**src/hdl/fb_pkg.sv**
```systemverilog
//////////////////////////////////////////////////////////////////////
// framebuffer shared definitions
// raster geometry, memory word layout, colour format and the small
// helpers used by both the fetch side and the output side
//////////////////////////////////////////////////////////////////////
`default_nettype none

package fb_pkg;

    // 720p raster, visible part and full count with blanking
    localparam logic [10:0] H_ACTIVE = 11'd1280;
    localparam logic [9:0]  V_ACTIVE = 10'd720;
    localparam logic [10:0] H_TOTAL  = 11'd1650;
    localparam logic [9:0]  V_TOTAL  = 10'd750;

    // stored pixel is RGB666
    localparam int COLOR_BITS = 18;
    localparam int CH_BITS    = COLOR_BITS / 3;

    // one memory word carries four pixels in 32-bit slots
    localparam int PIX_SLOT     = 32;
    localparam int PIX_PER_WORD = 4;
    localparam int WORD_BITS    = 128;
    localparam int ADDR_BITS    = 20;

    // line pitch in pixels, independent of fb_width
    localparam logic [ADDR_BITS-1:0] FB_MAX_WIDTH = 20'd640;

    // reads start this many cycles ahead of the display window
    localparam logic [10:0] PREFETCH_DELAY = 11'd40;

    localparam int LINE_STORE_DEPTH = 16;
    localparam int LS_ADDR_BITS     = $clog2(LINE_STORE_DEPTH);

    localparam logic [23:0] BORDER_RGB = 24'h202020;

    // widen each channel to 8 bits, low bits zero
    function automatic logic [23:0] to_rgb888(input logic [COLOR_BITS-1:0] p);
        return {p[3*CH_BITS-1:2*CH_BITS], (8-CH_BITS)'(0),
                p[2*CH_BITS-1:CH_BITS],   (8-CH_BITS)'(0),
                p[CH_BITS-1:0],           (8-CH_BITS)'(0)};
    endfunction

    // first column of the centred display window
    function automatic logic [10:0] win_start(input logic [10:0] disp_width);
        return (H_ACTIVE - disp_width) >> 1;
    endfunction

    // one column past the window, sum needs the extra bit
    function automatic logic [10:0] win_end(input logic [10:0] disp_width);
        logic [11:0] sum;
        sum = {1'b0, H_ACTIVE} + {1'b0, disp_width};
        return sum[11:1];
    endfunction

    // error accumulator step, msb of the result flags a source advance
    function automatic logic [11:0] acc_step(input logic [10:0] acc,
                                             input logic [10:0] add,
                                             input logic [10:0] diff);
        if (acc >= diff)
            return {1'b1, acc - diff};
        return {1'b0, acc + add};
    endfunction

endpackage

`default_nettype wire

```
**src/hdl/video_timing.sv**
```systemverilog
//////////////////////////////////////////////////////////////////////
// video timing
// free-running 1650 x 750 raster counters with a line start flag
//////////////////////////////////////////////////////////////////////
`timescale 1ns/1ns
`default_nettype none

module video_timing
    import fb_pkg::*;
(
    input  wire logic        clk_x1,
    input  wire logic        reset,
    output logic      [10:0] cx,
    output logic      [9:0]  cy,
    output logic             line_start
);

    // column wraps every line, row steps on the wrap
    always_ff @(posedge clk_x1 or posedge reset) begin
        if (reset) begin
            cx <= '0;
            cy <= '0;
        end else if (cx == H_TOTAL - 11'd1) begin
            cx <= '0;
            if (cy == V_TOTAL - 10'd1)
                cy <= '0;
            else
                cy <= cy + 10'd1;
        end else begin
            cx <= cx + 11'd1;
        end
    end

    // first column of every line
    assign line_start = (cx == 11'd0);

endmodule

`default_nettype wire

```
**src/hdl/pixel_packer.sv**
```systemverilog
//////////////////////////////////////////////////////////////////////
// pixel packer
// gathers four input pixels into one memory word and raises a
// write request with the word address of the group
//////////////////////////////////////////////////////////////////////
`timescale 1ns/1ns
`default_nettype none

module pixel_packer
    import fb_pkg::*;
(
    input  wire logic                  clk_x1,
    input  wire logic                  reset,
    input  wire logic                  pix_valid,
    input  wire logic [COLOR_BITS-1:0] pix_data,
    input  wire logic                  frame_start,
    input  wire logic [10:0]           fb_width,
    input  wire logic                  wr_ready,
    output logic                       pix_ready,
    output logic                       wr_valid,
    output logic      [ADDR_BITS-1:0]  wr_addr,
    output logic      [WORD_BITS-1:0]  wr_data
);

    localparam int PAD_BITS = PIX_SLOT - COLOR_BITS;

    logic [10:0]           wr_x;
    logic [9:0]            wr_y;
    logic [COLOR_BITS-1:0] stage [3];
    logic                  pix_xfer;
    logic                  word_done;

    // stall only the pixel that would complete a second word
    assign pix_ready = !(wr_valid && wr_x[1:0] == 2'd3);
    assign pix_xfer  = pix_valid && pix_ready;
    assign word_done = pix_xfer && wr_x[1:0] == 2'd3;

    ////////////////////////////////////////////////////////////////////
    // write position and request flag

    always_ff @(posedge clk_x1 or posedge reset) begin
        if (reset) begin
            wr_x     <= '0;
            wr_y     <= '0;
            wr_valid <= 1'b0;
        end else begin
            // request held until the arbiter takes it
            if (word_done)
                wr_valid <= 1'b1;
            else if (wr_ready)
                wr_valid <= 1'b0;

            if (frame_start) begin
                wr_x <= '0;
                wr_y <= '0;
            end else if (pix_xfer) begin
                // column wraps at fb_width into the next row
                if (wr_x + 11'd1 >= fb_width) begin
                    wr_x <= '0;
                    wr_y <= wr_y + 10'd1;
                end else begin
                    wr_x <= wr_x + 11'd1;
                end
            end
        end
    end

    ////////////////////////////////////////////////////////////////////
    // staging pixels and the packed word

    always_ff @(posedge clk_x1) begin
        if (pix_xfer && !word_done)
            stage[wr_x[1:0]] <= pix_data;
        // slot 0 holds the oldest pixel of the group
        if (word_done) begin
            wr_data <= {PAD_BITS'(0), pix_data,
                        PAD_BITS'(0), stage[2],
                        PAD_BITS'(0), stage[1],
                        PAD_BITS'(0), stage[0]};
            wr_addr <= ADDR_BITS'(wr_y) * FB_MAX_WIDTH
                     + ADDR_BITS'({wr_x[10:2], 2'b00});
        end
    end

endmodule

`default_nettype wire

```
**src/hdl/prefetch_scheduler.sv**
```systemverilog
//////////////////////////////////////////////////////////////////////
// prefetch scheduler
// mirrors the output scaling ahead of the display window and asks
// for each source word of the current row as the fetch column
// reaches it
//////////////////////////////////////////////////////////////////////
`timescale 1ns/1ns
`default_nettype none

module prefetch_scheduler
    import fb_pkg::*;
(
    input  wire logic                 clk_x1,
    input  wire logic                 reset,
    input  wire logic [10:0]          cx,
    input  wire logic [9:0]           cy,
    input  wire logic [10:0]          fb_width,
    input  wire logic [9:0]           fb_height,
    input  wire logic [10:0]          disp_width,
    input  wire logic                 rd_ready,
    output logic                      rd_valid,
    output logic      [ADDR_BITS-1:0] rd_addr
);

    logic [10:0]          x_start, pf_start, diff_w;
    logic [9:0]           diff_h;
    logic [10:0]          pf_x, pf_xacc, nx;
    logic [9:0]           pf_y, pf_yacc, y_next;
    logic [ADDR_BITS-1:0] pf_line, line_next, fetch_addr;
    logic [11:0]          h_step, v_step;
    logic                 pf_run, start_hit, row_ok, col_hit, fetch;

    assign x_start  = win_start(disp_width);
    // a very wide window would start before the line, so clamp to column 1
    assign pf_start = (x_start > PREFETCH_DELAY) ? x_start - PREFETCH_DELAY : 11'd1;
    assign diff_w   = disp_width - fb_width;
    assign diff_h   = V_ACTIVE - fb_height;

    // vertical step for the line that is about to be fetched
    assign v_step    = acc_step({1'b0, pf_yacc}, {1'b0, fb_height}, {1'b0, diff_h});
    assign y_next    = (cy == 10'd0) ? 10'd0 : pf_y + 10'(v_step[11]);
    assign line_next = (cy == 10'd0) ? '0
                     : (v_step[11] ? pf_line + FB_MAX_WIDTH : pf_line);

    // horizontal step, same rule as the scaler
    assign h_step = acc_step(pf_xacc, fb_width, diff_w);
    assign nx     = pf_x + 11'd1;

    assign start_hit  = (cx == pf_start);
    assign row_ok     = (cy < V_ACTIVE) && (y_next < fb_height);
    // new column on a word boundary and still inside the row
    assign col_hit    = !start_hit && pf_run && h_step[11]
                     && nx < fb_width && nx[1:0] == 2'b00;
    assign fetch      = (start_hit && row_ok) || col_hit;
    assign fetch_addr = start_hit ? line_next : pf_line + ADDR_BITS'(nx);

    always_ff @(posedge clk_x1 or posedge reset) begin
        if (reset) begin
            pf_run   <= 1'b0;
            rd_valid <= 1'b0;
            pf_x     <= '0;
            pf_xacc  <= '0;
            pf_y     <= '0;
            pf_yacc  <= '0;
            pf_line  <= '0;
        end else begin
            // one-entry pending register, drained by the arbiter
            if (fetch)
                rd_valid <= 1'b1;
            else if (rd_ready)
                rd_valid <= 1'b0;

            if (start_hit) begin
                pf_x    <= '0;
                pf_xacc <= '0;
                pf_y    <= y_next;
                pf_yacc <= (cy == 10'd0) ? 10'd0 : v_step[9:0];
                pf_line <= line_next;
                pf_run  <= row_ok;
            end else if (pf_run) begin
                pf_xacc <= h_step[10:0];
                if (h_step[11]) begin
                    pf_x <= nx;
                    // whole row requested
                    if (nx >= fb_width)
                        pf_run <= 1'b0;
                end
            end
        end
    end

    always_ff @(posedge clk_x1) begin
        if (fetch)
            rd_addr <= fetch_addr;
    end

endmodule

`default_nettype wire

```
**src/hdl/mem_arbiter.sv**
```systemverilog
//////////////////////////////////////////////////////////////////////
// memory arbiter
// one registered command slot in front of the word memory, reads
// take the slot ahead of writes
//////////////////////////////////////////////////////////////////////
`timescale 1ns/1ns
`default_nettype none

module mem_arbiter
    import fb_pkg::*;
(
    input  wire logic                 clk_x1,
    input  wire logic                 reset,
    input  wire logic                 wr_valid,
    input  wire logic [ADDR_BITS-1:0] wr_addr,
    input  wire logic [WORD_BITS-1:0] wr_data,
    input  wire logic                 rd_valid,
    input  wire logic [ADDR_BITS-1:0] rd_addr,
    input  wire logic                 mem_cmd_ready,
    output logic                      wr_ready,
    output logic                      rd_ready,
    output logic                      mem_cmd_valid,
    output logic                      mem_cmd_write,
    output logic      [ADDR_BITS-1:0] mem_addr,
    output logic      [WORD_BITS-1:0] mem_wdata
);

    logic cmd_accept;
    logic load_rd, load_wr;

    // slot is only refilled once empty so a source never issues twice
    assign load_rd    = !mem_cmd_valid && rd_valid;
    assign load_wr    = !mem_cmd_valid && !rd_valid && wr_valid;
    assign cmd_accept = mem_cmd_valid && mem_cmd_ready;

    // ready goes back to the owner of the accepted command
    assign rd_ready = cmd_accept && !mem_cmd_write;
    assign wr_ready = cmd_accept && mem_cmd_write;

    always_ff @(posedge clk_x1 or posedge reset) begin
        if (reset) begin
            mem_cmd_valid <= 1'b0;
            mem_cmd_write <= 1'b0;
        end else if (load_rd || load_wr) begin
            mem_cmd_valid <= 1'b1;
            mem_cmd_write <= load_wr;
        end else if (cmd_accept) begin
            mem_cmd_valid <= 1'b0;
        end
    end

    // address and data held with the command
    always_ff @(posedge clk_x1) begin
        if (load_rd)
            mem_addr <= rd_addr;
        if (load_wr) begin
            mem_addr  <= wr_addr;
            mem_wdata <= wr_data;
        end
    end

endmodule

`default_nettype wire

```
**src/hdl/pixel_scaler.sv**
```systemverilog
//////////////////////////////////////////////////////////////////////
// pixel scaler
// fills the line store from returned words, steps the output error
// accumulators and drives the RGB888 pixel with a grey border
//////////////////////////////////////////////////////////////////////
`timescale 1ns/1ns
`default_nettype none

module pixel_scaler
    import fb_pkg::*;
(
    input  wire logic                 clk_x1,
    input  wire logic                 reset,
    input  wire logic [10:0]          cx,
    input  wire logic [9:0]           cy,
    input  wire logic                 line_start,
    input  wire logic [10:0]          fb_width,
    input  wire logic [9:0]           fb_height,
    input  wire logic [10:0]          disp_width,
    input  wire logic                 mem_rdata_valid,
    input  wire logic [WORD_BITS-1:0] mem_rdata,
    output logic      [23:0]          rgb
);

    logic [COLOR_BITS-1:0]   line_store [LINE_STORE_DEPTH];
    logic [LS_ADDR_BITS-1:0] ls_wptr, ls_base;
    logic [10:0]             x_start, x_end, diff_w, ox, xacc;
    logic [9:0]              diff_h, oy, yacc;
    logic [11:0]             h_step, v_step;
    logic                    in_window, line_end;

    ////////////////////////////////////////////////////////////////////
    // line store fill

    // pointer restarts with each line, words arrive in issue order
    assign ls_base = line_start ? '0 : ls_wptr;

    always_ff @(posedge clk_x1 or posedge reset) begin
        if (reset)
            ls_wptr <= '0;
        else if (mem_rdata_valid)
            ls_wptr <= ls_base + LS_ADDR_BITS'(PIX_PER_WORD);
        else if (line_start)
            ls_wptr <= '0;
    end

    always_ff @(posedge clk_x1) begin
        if (mem_rdata_valid) begin
            for (int i = 0; i < PIX_PER_WORD; i++)
                line_store[ls_base + LS_ADDR_BITS'(i)] <= mem_rdata[i*PIX_SLOT +: COLOR_BITS];
        end
    end

    ////////////////////////////////////////////////////////////////////
    // output stepping

    assign x_start = win_start(disp_width);
    assign x_end   = win_end(disp_width);
    assign diff_w  = disp_width - fb_width;
    assign diff_h  = V_ACTIVE - fb_height;
    assign h_step  = acc_step(xacc, fb_width, diff_w);
    assign v_step  = acc_step({1'b0, yacc}, {1'b0, fb_height}, {1'b0, diff_h});

    // last column is in blanking, never inside the window
    assign line_end  = (cx == H_TOTAL - 11'd1);
    assign in_window = cx >= x_start && cx < x_end
                    && cy < V_ACTIVE && oy < fb_height;

    always_ff @(posedge clk_x1 or posedge reset) begin
        if (reset) begin
            ox   <= '0;
            xacc <= '0;
            oy   <= '0;
            yacc <= '0;
            rgb  <= BORDER_RGB;
        end else begin
            // prepare the next line
            if (line_end) begin
                ox   <= '0;
                xacc <= '0;
                if (cy == V_TOTAL - 10'd1) begin
                    oy   <= '0;
                    yacc <= '0;
                end else begin
                    oy   <= oy + 10'(v_step[11]);
                    yacc <= v_step[9:0];
                end
            end

            if (in_window) begin
                xacc <= h_step[10:0];
                // source column advances after this pixel
                if (h_step[11])
                    ox <= ox + 11'd1;
                rgb <= to_rgb888(line_store[ox[LS_ADDR_BITS-1:0]]);
            end else begin
                rgb <= BORDER_RGB;
            end
        end
    end

endmodule

`default_nettype wire

```
**src/hdl/framebuffer_top.sv**
```systemverilog
//////////////////////////////////////////////////////////////////////
// framebuffer top level
// pixel stream in, word memory port out, upscaled 720p RGB888 out
//////////////////////////////////////////////////////////////////////
`timescale 1ns/1ns
`default_nettype none

module framebuffer_top
    import fb_pkg::*;
(
    input  wire logic                  clk_x1,
    input  wire logic                  reset,
    // pixel input
    input  wire logic                  pix_valid,
    output logic                       pix_ready,
    input  wire logic [COLOR_BITS-1:0] pix_data,
    input  wire logic                  frame_start,
    input  wire logic [10:0]           fb_width,
    input  wire logic [9:0]            fb_height,
    input  wire logic [10:0]           disp_width,
    // word memory
    output logic                       mem_cmd_valid,
    input  wire logic                  mem_cmd_ready,
    output logic                       mem_cmd_write,
    output logic      [ADDR_BITS-1:0]  mem_addr,
    output logic      [WORD_BITS-1:0]  mem_wdata,
    input  wire logic                  mem_rdata_valid,
    input  wire logic [WORD_BITS-1:0]  mem_rdata,
    // video out
    output logic      [23:0]           rgb,
    output logic      [10:0]           cx,
    output logic      [9:0]            cy
);

    logic                 line_start;
    logic                 wr_valid, wr_ready;
    logic [ADDR_BITS-1:0] wr_addr;
    logic [WORD_BITS-1:0] wr_data;
    logic                 rd_valid, rd_ready;
    logic [ADDR_BITS-1:0] rd_addr;

    video_timing u_timing (
        .clk_x1     (clk_x1),
        .reset      (reset),
        .cx         (cx),
        .cy         (cy),
        .line_start (line_start)
    );

    // write side
    pixel_packer u_packer (
        .clk_x1      (clk_x1),
        .reset       (reset),
        .pix_valid   (pix_valid),
        .pix_data    (pix_data),
        .frame_start (frame_start),
        .fb_width    (fb_width),
        .wr_ready    (wr_ready),
        .pix_ready   (pix_ready),
        .wr_valid    (wr_valid),
        .wr_addr     (wr_addr),
        .wr_data     (wr_data)
    );

    // read side runs ahead of the raster
    prefetch_scheduler u_prefetch (
        .clk_x1     (clk_x1),
        .reset      (reset),
        .cx         (cx),
        .cy         (cy),
        .fb_width   (fb_width),
        .fb_height  (fb_height),
        .disp_width (disp_width),
        .rd_ready   (rd_ready),
        .rd_valid   (rd_valid),
        .rd_addr    (rd_addr)
    );

    mem_arbiter u_arbiter (
        .clk_x1        (clk_x1),
        .reset         (reset),
        .wr_valid      (wr_valid),
        .wr_addr       (wr_addr),
        .wr_data       (wr_data),
        .rd_valid      (rd_valid),
        .rd_addr       (rd_addr),
        .mem_cmd_ready (mem_cmd_ready),
        .wr_ready      (wr_ready),
        .rd_ready      (rd_ready),
        .mem_cmd_valid (mem_cmd_valid),
        .mem_cmd_write (mem_cmd_write),
        .mem_addr      (mem_addr),
        .mem_wdata     (mem_wdata)
    );

    pixel_scaler u_scaler (
        .clk_x1          (clk_x1),
        .reset           (reset),
        .cx              (cx),
        .cy              (cy),
        .line_start      (line_start),
        .fb_width        (fb_width),
        .fb_height       (fb_height),
        .disp_width      (disp_width),
        .mem_rdata_valid (mem_rdata_valid),
        .mem_rdata       (mem_rdata),
        .rgb             (rgb)
    );

endmodule

`default_nettype wire

```
**config.mk**
```make
export PLATFORM = sky130hd
export DESIGN_NAME = framebuffer_top
export DESIGN_NICKNAME = d
export VERILOG_FILES = /design/src/hdl/fb_pkg.sv /design/src/hdl/video_timing.sv /design/src/hdl/pixel_packer.sv /design/src/hdl/prefetch_scheduler.sv /design/src/hdl/mem_arbiter.sv /design/src/hdl/pixel_scaler.sv /design/src/hdl/framebuffer_top.sv
export SDC_FILE = /design/constraint.sdc
export NUM_CORES = 2
export LEC_CHECK = 0
export BUFFER_PORTS_ARGS = -buffer_cell sky130_fd_sc_hd__buf_2
export CAP_MARGIN = 20
export CORE_ASPECT_RATIO = 0.6
export CORE_MARGIN = 2
export CORE_UTILIZATION = 30
export DETAILED_ROUTE_END_ITERATION = 12
export PLACE_DENSITY = 0.54
export REMOVE_ABC_BUFFERS = 1
export SLEW_MARGIN = 25
export SYNTH_ARGS = -nofsm -noshare
export SYNTH_HDL_FRONTEND = slang
export SYNTH_SLANG_ARGS = --single-unit
export TNS_END_PERCENT = 30
```
**constraint.sdc**
```tcl
create_clock -name clk_x1 -period 8.2 [get_ports clk_x1]
set_input_delay 1.23 -clock clk_x1 [delete_from_list [all_inputs] [get_ports clk_x1]]
set_output_delay 1.23 -clock clk_x1 [all_outputs]
set_load 0.005 [all_outputs]
```
**Yosys cells after proc, flatten, opt, wreduce, memory -nomap -nowiden**

Memory sizes are Yosys's and may differ from the RTL's. A register that Yosys moved wholly into a read port is not among the register bits.
Index checks and enable logic that the tools add are counted.

- Add/subtract/negate cells: 28
- Multiplexer cells: 57
- Multiply operators: 1
- Shift operators: 0
- Reduce and logical (&&, ||, !) cells: 41
- Magnitude comparators: 13
- Bitwise logic cells: 0
- Eq/ne operators: 4
- Div/mod/pow operators: 0

Operators by type and width:

| operator | number |
|---|---|
| $mux 11 | 15 |
| $mux 20 | 5 |
| $mux 12 | 8 |
| $mux 10 | 8 |
| $add 11x1->11 const B | 4 |
| $ge 11x11->1 | 4 |
| $add 20x11->20 | 2 |
| $sub 11x11->11 | 3 |
| $mux 24 | 1 |
| $add 10x10->11 | 2 |
| $add 11x11->11 | 2 |
| $lt 11x11->1 | 2 |
| $sub 10x10->11 | 2 |
| $add 10x1->10 | 2 |
| $add 10x1->10 const B | 2 |
| $add 20x10->20 const B | 1 |
| $ge 10x10->1 | 2 |
| $lt 10x10->1 | 2 |
| $logic_and 1x1->1 | 19 |
| $mux 1 | 18 |
| $reduce_bool 2->1 | 9 |
| $mul 10x3->13 const B | 1 |
| $add 11x11->12 const A | 1 |
| $eq 11x11->1 | 1 |
| 19 further kinds | 28 |

- Bits in latches: 0
- Logic and storage cells: 171
- Bits of input ports: 184
- Bits in read-only memories: 0
- Output and inout port bits: 196
- Register bits after elaboration: 383
- Memories: 2
- Memory bits (writable): 342

Memories:

| memory | depth | bits a word | read ports | clocked after memory_dff | write ports | line | source |
|---|---|---|---|---|---|---|---|
| u_scaler.line_store | 16 | 18 | 1 | 0 | 4 | pixel_scaler.sv:25 | `logic [COLOR_BITS-1:0] line_store [LINE_STORE_DEPTH];` |
| u_packer.stage | 3 | 18 | 3 | 3 | 1 | pixel_packer.sv:29 | `logic [COLOR_BITS-1:0] stage [3];` |

**Depth between registers and ports, before layout**

- Depth after elaboration: 11
- Gate-level depth with buffers: 27
- Depth with buffers taken out: 26

**Hierarchy**

A second synthesis with hierarchy kept.

- Cells, all modules: 4119
- Area total of the unflattened synthesis: 46433.3 um2

By module, submodules not included:

| module | cells each | instances | seq. area each (um2) | area each (um2) |
|---|---|---|---|---|
| pixel_scaler | 2416 | 1 | 10078.4 | 25284.2 |
| prefetch_scheduler | 944 | 1 | 2202.1 | 8120.3 |
| pixel_packer | 460 | 1 | 4874.7 | 7075.5 |
| mem_arbiter | 183 | 1 | 4494.3 | 4815.9 |
| video_timing | 116 | 1 | 525.5 | 1137.3 |

**Worst setup path after synthesis**

No wires, ideal clock.

- Kind: input to register
- Start: input port fb_height[1]
- End: register u_prefetch.rd_addr[0], enable pin
- Required time: 7.823 ns
- Data arrival time: 6.384 ns
- Library setup time: 0.377 ns
- Path slack: 1.440 ns
- Path buffers: 1
- Stages: 27
- Cells stage by stage: inv_1 > ha_1 > nor3b_1 > xnor2_1 > ha_1 > and3_1 > o21a_1 > o31ai_1 > a31oi_1 > maj3_1 > a2111oi_0 > or2_2 > buf_2 > inv_2 > ha_1 > ha_1 > nand2_1 > nor2_1 > nand3_1 > xor2_1 > nor2_1 > ha_1 > nor2b_1 > o21ai_0 > and3b_1 > o311ai_1 > nand2_1

- Word-level cells in the longest chain between the ends: 10

RTL lines:

| what | line | source |
|---|---|---|
| from (decl) | framebuffer_top.sv:19 | `input wire logic [9:0] fb_height,` |
| $sub 10x10->10 | prefetch_scheduler.sv:37 | `assign diff_h = V_ACTIVE - fb_height;` |
| $ge 10x10->1 | fb_pkg.sv:60 | `if (acc >= diff)` |
| $mux 1 | fb_pkg.sv:60 |  |
| $mux 12 | fb_pkg.sv:62 | `return {1'b0, acc + add};` |
| $add 10x1->10 | prefetch_scheduler.sv:41 | `assign y_next = (cy == 10'd0) ? 10'd0 : pf_y + 10'(v_step[11]);` |
| $mux 10 | prefetch_scheduler.sv:41 |  |
| named net u_prefetch.y_next[8] | prefetch_scheduler.sv:28 | `logic [9:0] pf_y, pf_yacc, y_next;` |
| $lt 10x10->1 | prefetch_scheduler.sv:50 | `assign row_ok = (cy < V_ACTIVE) && (y_next < fb_height);` |
| $logic_and 1x1->1 | prefetch_scheduler.sv:50 |  |
| $logic_and 1x1->1 | prefetch_scheduler.sv:54 | `assign fetch = (start_hit && row_ok) \|\| col_hit;` |
| $logic_or 1x1->1 | prefetch_scheduler.sv:54 |  |
| named net u_prefetch.fetch | prefetch_scheduler.sv:31 | `logic pf_run, start_hit, row_ok, col_hit, fetch;` |
| to (signal assigned) | prefetch_scheduler.sv:94 | `rd_addr <= fetch_addr;` |
| to (decl) | prefetch_scheduler.sv:22 | `output logic [ADDR_BITS-1:0] rd_addr` |

The timed path passes the listed nets, and every way through them passes these cells.
A chain may end at the register's enable or synchronous reset.

**Final worst setup path**

- Start: input port fb_height[1]
- End: register u_prefetch.rd_addr[15], enable pin

The elaborated chain is that of the path after synthesis.

==> run metrics <==
FP Rows=109; DP Area=47500 um2; Pwr per Cell Area=261 nW/um2; Detailed Place HPWL=101 mm; Crit. End Element=register; Hold Crit Class=register to register; vias per cell=5.24; Area growth, synth to finish=13.5%; Worst Path Arrival=7260 ps; antenna violations before repair=27; setup violators final=0; crit path max fanout=20; Die Y=302 um; pin count of the biggest net entering global routing=79; Boundary Pins=380; Starting Density=30.1%; grt total ovfl=0; Critical Path Most Common Cell=ha_1; Synth Instances=4367; most common cell after layout, fill and taps aside=nand2_1; Final GP Congestion=0.922; number of synthesized register bits=710; EDFF count, synth=544; Req. time, crit path=8590 ps; CP Launch Type=input pin; initial DRC count=3778; status=finished clean; R2R Setup Slk=2060 ps; DR vias=34216; Setup TNS Final=0 ps; Slew headroom=25.5%; drt total wl=153 mm; worst hold slack=404 ps; peak supply drop=0.199 mV; cell area after synthesis=44300 um2; Die Width=500 um; Routed Antenna Nets=0; Die Area=151000 um2; IO Port Bufs=261; Mean Syn Cell Area=10.1 um2; Yosys top cell area share=36.9%; max-slew violations=0; crit path kind=input pin to register; final instance area=50200 um2; crit-path max cell delay=450 ps; worst-margin pin slew=1120 ps; crit share post-route=83.8%; DRC Markers=0; GRT Overall Usage=19.8%; Netlist cell types=94; drt wl/cell=23.4 um; Max Buffers Root-to-Sink=3; share of cells above drive strength 1=14.8%; root buffer cell=clkbuf_16; Clock Pin Slew Worst Setup and Hold Paths=60 ps; most frequent cells in the layout=684 x nand2_1, 623 x o21ai_0, 544 x edfxtp_1; drt pass-1 iters=6; dominant cell type by area after synthesis=edfxtp_1; setup repair bufs after CTS=0; vias in the first global route=31881; post-route minimum period=6870 ps; ys async rst share=23.4%; Clock Latency Late Sink=710 ps; f_max=146 MHz; Place WS=457 ps; Final Skew=25.2 ps; htree depth=3; Static Leak=19.3 nW; ys flop type=edfxtp_1; hold-fix buffers at CTS=0; Gates resized, CTS repair=0; RSZ-0062 raised after global routing=no; CTS tree=done; max cap viols=0; sequential area share after synthesis=46.3%; total CTS buffers=78; global-route wire length before repair=221 mm; Hold Fails Final Rpt=0; Critical-path top delay cell=a2111oi_0; Yosys warning total=0; core box area=147000 um2; Final WS setup=1330 ps; nets@finish=4907; clk sink count=710; Area contributors post-synth=edfxtp_1 37%, dfrtp_1 9.2%, mux2i_1 7.2%
-- state kept, by name, summed over array words and instances, names as in the netlist, 11 cells and up --
name / flops
u_scaler.xacc: 11
u_timing.cx: 11
u_scaler.line_store: 288
u_prefetch.pf_xacc: 11
u_arbiter.mem_wdata: 72
u_packer.wr_x: 11
u_packer.wr_addr: 18
u_packer.stage: 54
u_arbiter.mem_addr: 20
u_packer.wr_data: 72
u_prefetch.pf_x: 11
u_prefetch.rd_addr: 20
u_prefetch.pf_line: 20
u_scaler.rgb: 18
-- synth_stat cells, types with 20 or more instances --
cell / n
a21o_1: 53
a21oi_1: 194
a31oi_1: 28
and3_1: 44
buf_2: 30
buf_4: 67
clkbuf_1: 250
dfrtp_1: 163
edfxtp_1: 544
ha_1: 204
inv_1: 112
mux2_2: 21
mux2i_1: 318
mux4_2: 90
nand2_1: 684
nand2b_1: 23
nand3_1: 50
nand4_1: 21
nor2_1: 257
nor2b_1: 41
nor3_1: 43
o21a_1: 20
o21ai_0: 624
xnor2_1: 120
xor2_1: 72
-- stage by stage --
stage / utilization, % / power, W / instances
2_1_floorplan: - / 0.00780 / 4069
5_1_grt: 34.2 / 0.0138 / 6526
3_5_place_dp: 32.3 / 0.00934 / 6368
6_report: 34.2 / 0.0131 / 6527
4_1_cts: 34.2 / 0.0132 / 6510
3_3_place_gp: 32.3 / 0.00927 / 6365
-- final cells by class --
cell class | instances | area, um2
Antenna cell | 16 | 40.0
Clock buffer | 96 | 2060
Clock inverter | 46 | 613
Fill cell | 14592 | 96700
Inverter | 113 | 432
Multi-Input combinational cell | 3246 | 22100
Sequential cell | 710 | 20500
Tap cell | 1942 | 2430
Timing Repair Buffer | 358 | 2030
-- worst paths after layout --
check	cells after the start	to	start
setup / recovery	30	u_prefetch.rd_addr[15]	fb_height[1]
hold / removal	0	u_packer.wr_data[72]	u_packer.stage[2][8]
setup reg to reg	14	u_scaler.line_store[0][5]	u_timing.cx[0]
hold reg to reg	0	u_packer.wr_data[72]	u_packer.stage[2][8]
max in group asynchronous	3	u_packer.wr_y[2]	reset
min in group asynchronous	2	u_timing.cy[0]	reset
-- logic make-up (layout without fill, tap and decap cells) --
group	after synthesis	after routing	synth area share (%)
and+or+nand+nor	1265	1265	12.6
muxes	436	436	12.5
xor gates and xnor gates	193	193	3.85
buffers and inverters	472	613	4.66
DFF	710	710	46.3
AOI/OAI and AO/OA	1066	1066	13.6
adders and majority gates	224	224	6.49
other	1	78	0.00847
-- worst max-delay path: cells and delay by family --
family | cells | cell delay [ps]
adder cells (fa/ha/maj) | 6 | 1770
AND/OR/NAND/NOR | 10 | 1360
AO/OA/AOI/OAI | 6 | 1360
buffers and inverters | 6 | 1120
XOR/XNOR | 2 | 400
-- per-layer routing --
layer	global-route usage, %	vias to the layer above	routed length (um)
met5	0	-	46
met1	30.3	16508	72800
met4	6.57	8	4630
met2	26.4	1492	59800
li1	-	15956	-
met3	5.50	252	15400
-- power breakdown --
| group | internal [W] | switching, W |
|---|---|---|
| clock | 0.00214 | 0.00166 |
| combinational | 0.00171 | 0.00259 |
| sequential | 0.00467 | 0.000348 |
Power figures use the tool's default switching activity.
